[src/verilog/params_pkg.sv]
package params_pkg;

  parameter int DATA_WIDTH      = 32;
  parameter int ADDR_WIDTH      = 32;
  parameter int REGISTER_WIDTH  = 5;
  parameter int DMEM_ADDR_WIDTH = 8;   // word address bits of the data memory.

  typedef enum logic [6:0] {
    R         = 7'b0110011,
    IMMEDIATE = 7'b0010011,
    LOAD      = 7'b0000011,
    STORE     = 7'b0100011,
    BRANCH    = 7'b1100011,
    JAL       = 7'b1101111
  } opcode_t;

  typedef enum logic {
    BYTE = 1'b0,
    WORD = 1'b1
  } access_size_t;

  // one instruction word, four ways to look at it.
  typedef union packed {
    struct packed {
      logic [6:0]                funct7;
      logic [REGISTER_WIDTH-1:0] rs2;
      logic [REGISTER_WIDTH-1:0] rs1;
      logic [2:0]                funct3;
      logic [REGISTER_WIDTH-1:0] rd;
      opcode_t                   opcode;
    } r_fmt;
    struct packed {
      logic [11:0]               imm;
      logic [REGISTER_WIDTH-1:0] rs1;
      logic [2:0]                funct3;
      logic [REGISTER_WIDTH-1:0] rd;
      opcode_t                   opcode;
    } i_fmt;
    struct packed {
      logic [6:0]                imm_hi;
      logic [REGISTER_WIDTH-1:0] rs2;
      logic [REGISTER_WIDTH-1:0] rs1;
      logic [2:0]                funct3;
      logic [4:0]                imm_lo;
      opcode_t                   opcode;
    } s_fmt;
    struct packed {
      logic                      imm_12;
      logic [5:0]                imm_10_5;
      logic [REGISTER_WIDTH-1:0] rs2;
      logic [REGISTER_WIDTH-1:0] rs1;
      logic [2:0]                funct3;
      logic [3:0]                imm_4_1;
      logic                      imm_11;
      opcode_t                   opcode;
    } b_fmt;
  } instruction_t;

  typedef struct packed {
    instruction_t          instr;
    logic [ADDR_WIDTH-1:0] pc;
    logic                  valid;
  } issue_t;

  typedef struct packed {
    logic [DATA_WIDTH-1:0] data_a;
    logic [DATA_WIDTH-1:0] data_b;
    logic [DATA_WIDTH-1:0] offset;   // sign-extended immediate.
    logic [ADDR_WIDTH-1:0] pc;
    instruction_t          instr;
    logic                  valid;
  } operands_t;

  typedef struct packed {
    logic                      valid;
    logic                      is_load;
    logic                      is_store;
    logic                      reg_wr_en;
    access_size_t              size;
    logic [DATA_WIDTH-1:0]     addr;
    logic [DATA_WIDTH-1:0]     wdata;
    logic [REGISTER_WIDTH-1:0] rd;
  } mem_req_t;

  typedef struct packed {
    logic                      valid;
    logic [REGISTER_WIDTH-1:0] rd;
    logic [DATA_WIDTH-1:0]     data;
  } retire_t;

  typedef struct packed {
    logic                  taken;
    logic [ADDR_WIDTH-1:0] target;
  } redirect_t;

endpackage : params_pkg
[src/verilog/operand_fetch.sv]
`timescale 1ns/100ps

module operand_fetch import params_pkg::*; #(
  parameter int DATA_WIDTH     = params_pkg::DATA_WIDTH,
  parameter int REGISTER_WIDTH = params_pkg::REGISTER_WIDTH
)(
  input  logic      clk_i,
  input  logic      rst_i,
  input  issue_t    issue_i,
  input  logic      stall_i,
  input  retire_t   alu_wr_i,
  input  retire_t   load_wr_i,
  output operands_t operands_o
);

  localparam int NUM_REGS = 2 ** REGISTER_WIDTH;

  logic [DATA_WIDTH-1:0]     regs [NUM_REGS];
  logic [REGISTER_WIDTH-1:0] rs1;
  logic [REGISTER_WIDTH-1:0] rs2;
  logic [DATA_WIDTH-1:0]     offset;
  instruction_t              instr;

  assign instr = issue_i.instr;
  assign rs1   = instr.r_fmt.rs1;
  assign rs2   = instr.r_fmt.rs2;

  // the load write lands this cycle, so a reader of the same register sees it now.
  function automatic logic [DATA_WIDTH-1:0] read_reg(input logic [REGISTER_WIDTH-1:0] idx);
    logic [DATA_WIDTH-1:0] val;
    val = regs[idx];
    if (load_wr_i.valid && load_wr_i.rd == idx)
      val = load_wr_i.data;
    if (idx == '0)
      val = '0;
    return val;
  endfunction

  always_ff @(posedge clk_i) begin
    if (load_wr_i.valid && load_wr_i.rd != '0)
      regs[load_wr_i.rd] <= load_wr_i.data;
    if (alu_wr_i.valid && alu_wr_i.rd != '0)
      regs[alu_wr_i.rd] <= alu_wr_i.data;  // younger write, overrides the load.
  end

  always_comb begin
    case (instr.r_fmt.opcode)
      STORE: begin
        offset = {{(DATA_WIDTH-12){instr.s_fmt.imm_hi[6]}},
                  instr.s_fmt.imm_hi, instr.s_fmt.imm_lo};
      end
      BRANCH: begin
        offset = {{(DATA_WIDTH-13){instr.b_fmt.imm_12}}, instr.b_fmt.imm_12,
                  instr.b_fmt.imm_11, instr.b_fmt.imm_10_5, instr.b_fmt.imm_4_1, 1'b0};
      end
      JAL: begin
        // J immediate rebuilt from the I view fields.
        offset = {{(DATA_WIDTH-21){instr.i_fmt.imm[11]}}, instr.i_fmt.imm[11],
                  instr.i_fmt.rs1, instr.i_fmt.funct3, instr.i_fmt.imm[0],
                  instr.i_fmt.imm[10:1], 1'b0};
      end
      default: begin
        offset = {{(DATA_WIDTH-12){instr.i_fmt.imm[11]}}, instr.i_fmt.imm};
      end
    endcase
  end

  always_comb begin
    operands_o.data_a = read_reg(rs1);
    operands_o.data_b = read_reg(rs2);
    operands_o.offset = offset;
    operands_o.pc     = issue_i.pc;
    operands_o.instr  = instr;
    operands_o.valid  = issue_i.valid && !stall_i;
  end

  // loads aimed at x0 never request a write, so x0 is never contended.
  assert property (@(posedge clk_i) disable iff (!rst_i)
    !(alu_wr_i.valid && load_wr_i.valid && alu_wr_i.rd == '0 && load_wr_i.rd == '0))
    else $error("both write ports target register 0");

endmodule : operand_fetch

[config.mk]
export PLATFORM = sky130hd
export DESIGN_NAME = operand_fetch
export DESIGN_NICKNAME = d
export VERILOG_FILES = /design/src/verilog/params_pkg.sv /design/src/verilog/operand_fetch.sv
export SDC_FILE = /design/constraint.sdc
export NUM_CORES = 2
export LEC_CHECK = 0
export BUFFER_PORTS_ARGS = -buffer_cell sky130_fd_sc_hd__buf_2
export CORE_MARGIN = 2
export CORE_UTILIZATION = 40
export CTS_CLUSTER_DIAMETER = 30
export DETAILED_ROUTE_END_ITERATION = 8
export GPL_ROUTABILITY_DRIVEN = 0
export SYNTH_ARGS = -nofsm -noshare
export SYNTH_HDL_FRONTEND = slang
export SYNTH_SLANG_ARGS = --single-unit
[constraint.sdc]
create_clock -name clk_i -period 11.1 [get_ports clk_i]
set_input_delay 3.33 -clock clk_i [delete_from_list [all_inputs] [get_ports clk_i]]
set_output_delay 3.33 -clock clk_i [all_outputs]
set_load 0.05 [all_outputs]
==> results by group <==
Cells and area
  • Area of the multi-input gates: 29100 um2
  • Fill count: 13325
  • Register area: 30700 um2
  • Nets@finish: 4308
  • Layout cells sized above 1: 0.279
  • Largest regs: regs: 1024 flops
  • Largest register FFs: 1024
  • Synth-to-Final Area Change: 16.8%
  • Most flops, register: regs

Global routing
  • Vias in the first global route: 41734
  • Grt total ovfl: 0
  • Met2 Usage GRT: 0.444
  • Pin count of the biggest net entering global routing: 88
  • Initial antenna violation count: 25
  • GRT Overall Usage: 0.292
  • First-pass GRT wire length: 324000 um
  • GRT met1 Usage: 0.394
  • M3 GR Usage: 0.0796
  • Most Crowded Layer GR: met2

CTS
  • CTS tree: built
  • H-tree depth: 4
  • Cts bufs inserted: 222
  • Hold_buf cts: 0
  • Post-CTS setup buffers: 0
  • Post-CTS sizing: 0
  • CTS Root Buffer Type: clkbuf_16
  • CTS sink cnt: 1024
  • Clock Path Buffers: 3
  • Clk pin slew, worst setup/hold paths: 50 ps

STA
  • Setup_tns: 0 ps
  • Slew HR: 0.177
  • Final setup vio count: 0
  • Post-route clock period utilization: 0.896
  • RSZ-0062 raised after global routing: false
  • Max frequency: 101 MHz
  • Worst slew pin tran: 1230 ps
  • Fin. max-slew vios: 0
  • Min cycle time layout: 9940 ps
  • Fin. Hold Viols: 0

Routing
  • Antenna viol nets, final: 0
  • 1st-iter DRT viols: 6149
  • First-pass DRT Iterations: 6
  • Routed len/inst: 36.7 um
  • DRT Wirelength: 235000 um
  • Drt via density: 6.63
  • DRC: 0
  • Vias: 42502

Synthesis
  • Cells after Synth: 4202
  • Synth top cells by count: 1024 x edfxtp_1, 994 x mux2_1, 384 x mux4_2
  • Leading area contributor after synthesis: edfxtp_1
  • Number of synthesized flops with an enable pin: 1024
  • Synth unique cells: 61
  • Yosys reg bits: 1024
  • Register area share after synthesis: 0.496
  • Avg Inst Size Synth: 14.8 um2
  • Synth Flop Type: edfxtp_1
  • Count leader, synth: edfxtp_1
  • Mapped Area: 62000 um2
  • Async S/R FF share, synth: 0
  • Area contributors post-synth: edfxtp_1 50%, mux2_1 18%, mux4_2 14%
  • Yosys warnings: 0
  • Yosys top cell area share: 0.496

Floorplanning
  • Initial core utilization: 0.403
  • # rows: 144
  • DIE WIDTH: 398 um
  • Die area: 158000 um2
  • Die Ht: 398 um
  • I/O pin cnt: 305
  • Placeable core area: 154000 um2

Setup path
  • Worst endpoint data arrival time: 6610 ps
  • Top cell family by delay on the critical path: simple AND/OR/NAND/NOR gates
  • Crit path launch type: input port
  • Slowest CP cell: or3_2
  • Slowest stage delay, CP: 840 ps
  • Bufs and invs on worst path: 2
  • Kind of critical path: in -> out
  • Worst Setup End Kind: primary output
  • Worst path cell trace: clkbuf_8 -> nor2_1 -> and3_1 -> or3_2 -> o221ai_1 -> buf_2
  • CP required: 7770 ps
  • Crit path max fanout: 53

Power and ir drop
  • Leak Pwr: 24.7 nW
  • Pwr dens: 174 nW/um2
  • Peak supply drop: 161 uV
  • Total power: 12.6 mW

Hold path
  • Min-Delay Path Class: in -> reg

Placed design
  • Number of port buffers: 221
  • DPL Wire Length: 124000 um

Outcome
  • Outcome: complete, no violations

Run
  • Max-cap violation count: 0
[report_power, final]
part / internal [mW] / switching [mW]
logic: 0.483 / 0.868
registers: 4.38 / 0.0428
clock network: 4.55 / 2.27
total: 9.41 / 3.19
[per-layer routing]
layer,part of all wire,vias to the layer above,wire (um)
li1,-,16821,-
met4,0.042,28,9990
met1,0.39,22194,92100
met2,0.45,2869,106000
met5,0.0010,-,238
met3,0.12,590,27200
[per-stage QoR]
step | setup WS (ps) | hold WS [ps] | area (um2) | utilization | std cells
after floorplan | 1900 | 3500 | 62100 | - | 4233
after global placement | 1230 | 3860 | 64600 | 0.419 | 5984
after detailed placement | 1280 | 3860 | 64600 | 0.419 | 5984
after CTS | 1270 | 2980 | 72400 | 0.470 | 6403
after global routing | 1220 | 3030 | 72400 | 0.470 | 6406
final | 1160 | 3030 | 72400 | 0.470 | 6407
[cell usage in the layout, fill, tap and decap left out, types with 8 or more instances in the layout]
| master | instances |
|---|---|
| a21o_1 | 31 |
| a21oi_1 | 108 |
| a221oi_1 | 99 |
| a22oi_1 | 45 |
| a31o_2 | 8 |
| buf_12 | 12 |
| buf_2 | 214 |
| buf_4 | 108 |
| bufinv_16 | 36 |
| clkbuf_1 | 23 |
| clkbuf_16 | 226 |
| clkinv_1 | 39 |
| clkinv_2 | 40 |
| clkinv_4 | 17 |
| clkinvlp_4 | 21 |
| conb_1 | 32 |
| edfxtp_1 | 1024 |
| mux2_1 | 994 |
| mux2_2 | 49 |
| mux2i_1 | 258 |
| mux4_2 | 384 |
| nand2_1 | 173 |
| nand2_4 | 10 |
| nand3_1 | 29 |
| nand4_1 | 12 |
| nor2_1 | 13 |
| nor2_4 | 17 |
| nor2b_1 | 10 |
| o2111ai_1 | 23 |
| o211a_1 | 8 |
| o211ai_1 | 31 |
| o21a_1 | 31 |
| o21ai_0 | 35 |
| o21ai_4 | 16 |
| o221ai_1 | 23 |
| o22a_1 | 31 |
| o22ai_4 | 16 |
[cells by family (layout without fill, tap and decap cells)]
group	Yosys count	after routing	synth area share
flip-flops	1024	1024	0.496
multiplexers	1685	1685	0.371
AND/OR/NAND/NOR	320	320	0.0232
AO/OA/AOI/OAI	525	525	0.0613
other	1	36	0.0000605
XOR/XNOR	10	10	0.00141
buffers and inverters	637	763	0.0475
[path summary, 6_finish.rpt]
kind                          start               to  slack [ps]  cells past startpoint
worst max-delay path    issue_i[55]  operands_o[100]        1160                      6
worst min-delay path  load_wr_i[12]      regs[0][12]        3030                      1
[layout make-up]
type | count | area share
diodes | 4 | 0.000138
clock buffers | 249 | 0.0793
clock inverters | 170 | 0.0283
inverters | 5 | 0.000311
multi-input cells | 2572 | 0.402
flip-flops and latches | 1024 | 0.425
well taps | 2044 | 0.0353
repair buffers | 339 | 0.0303
Power figures use the tool's default switching activity.
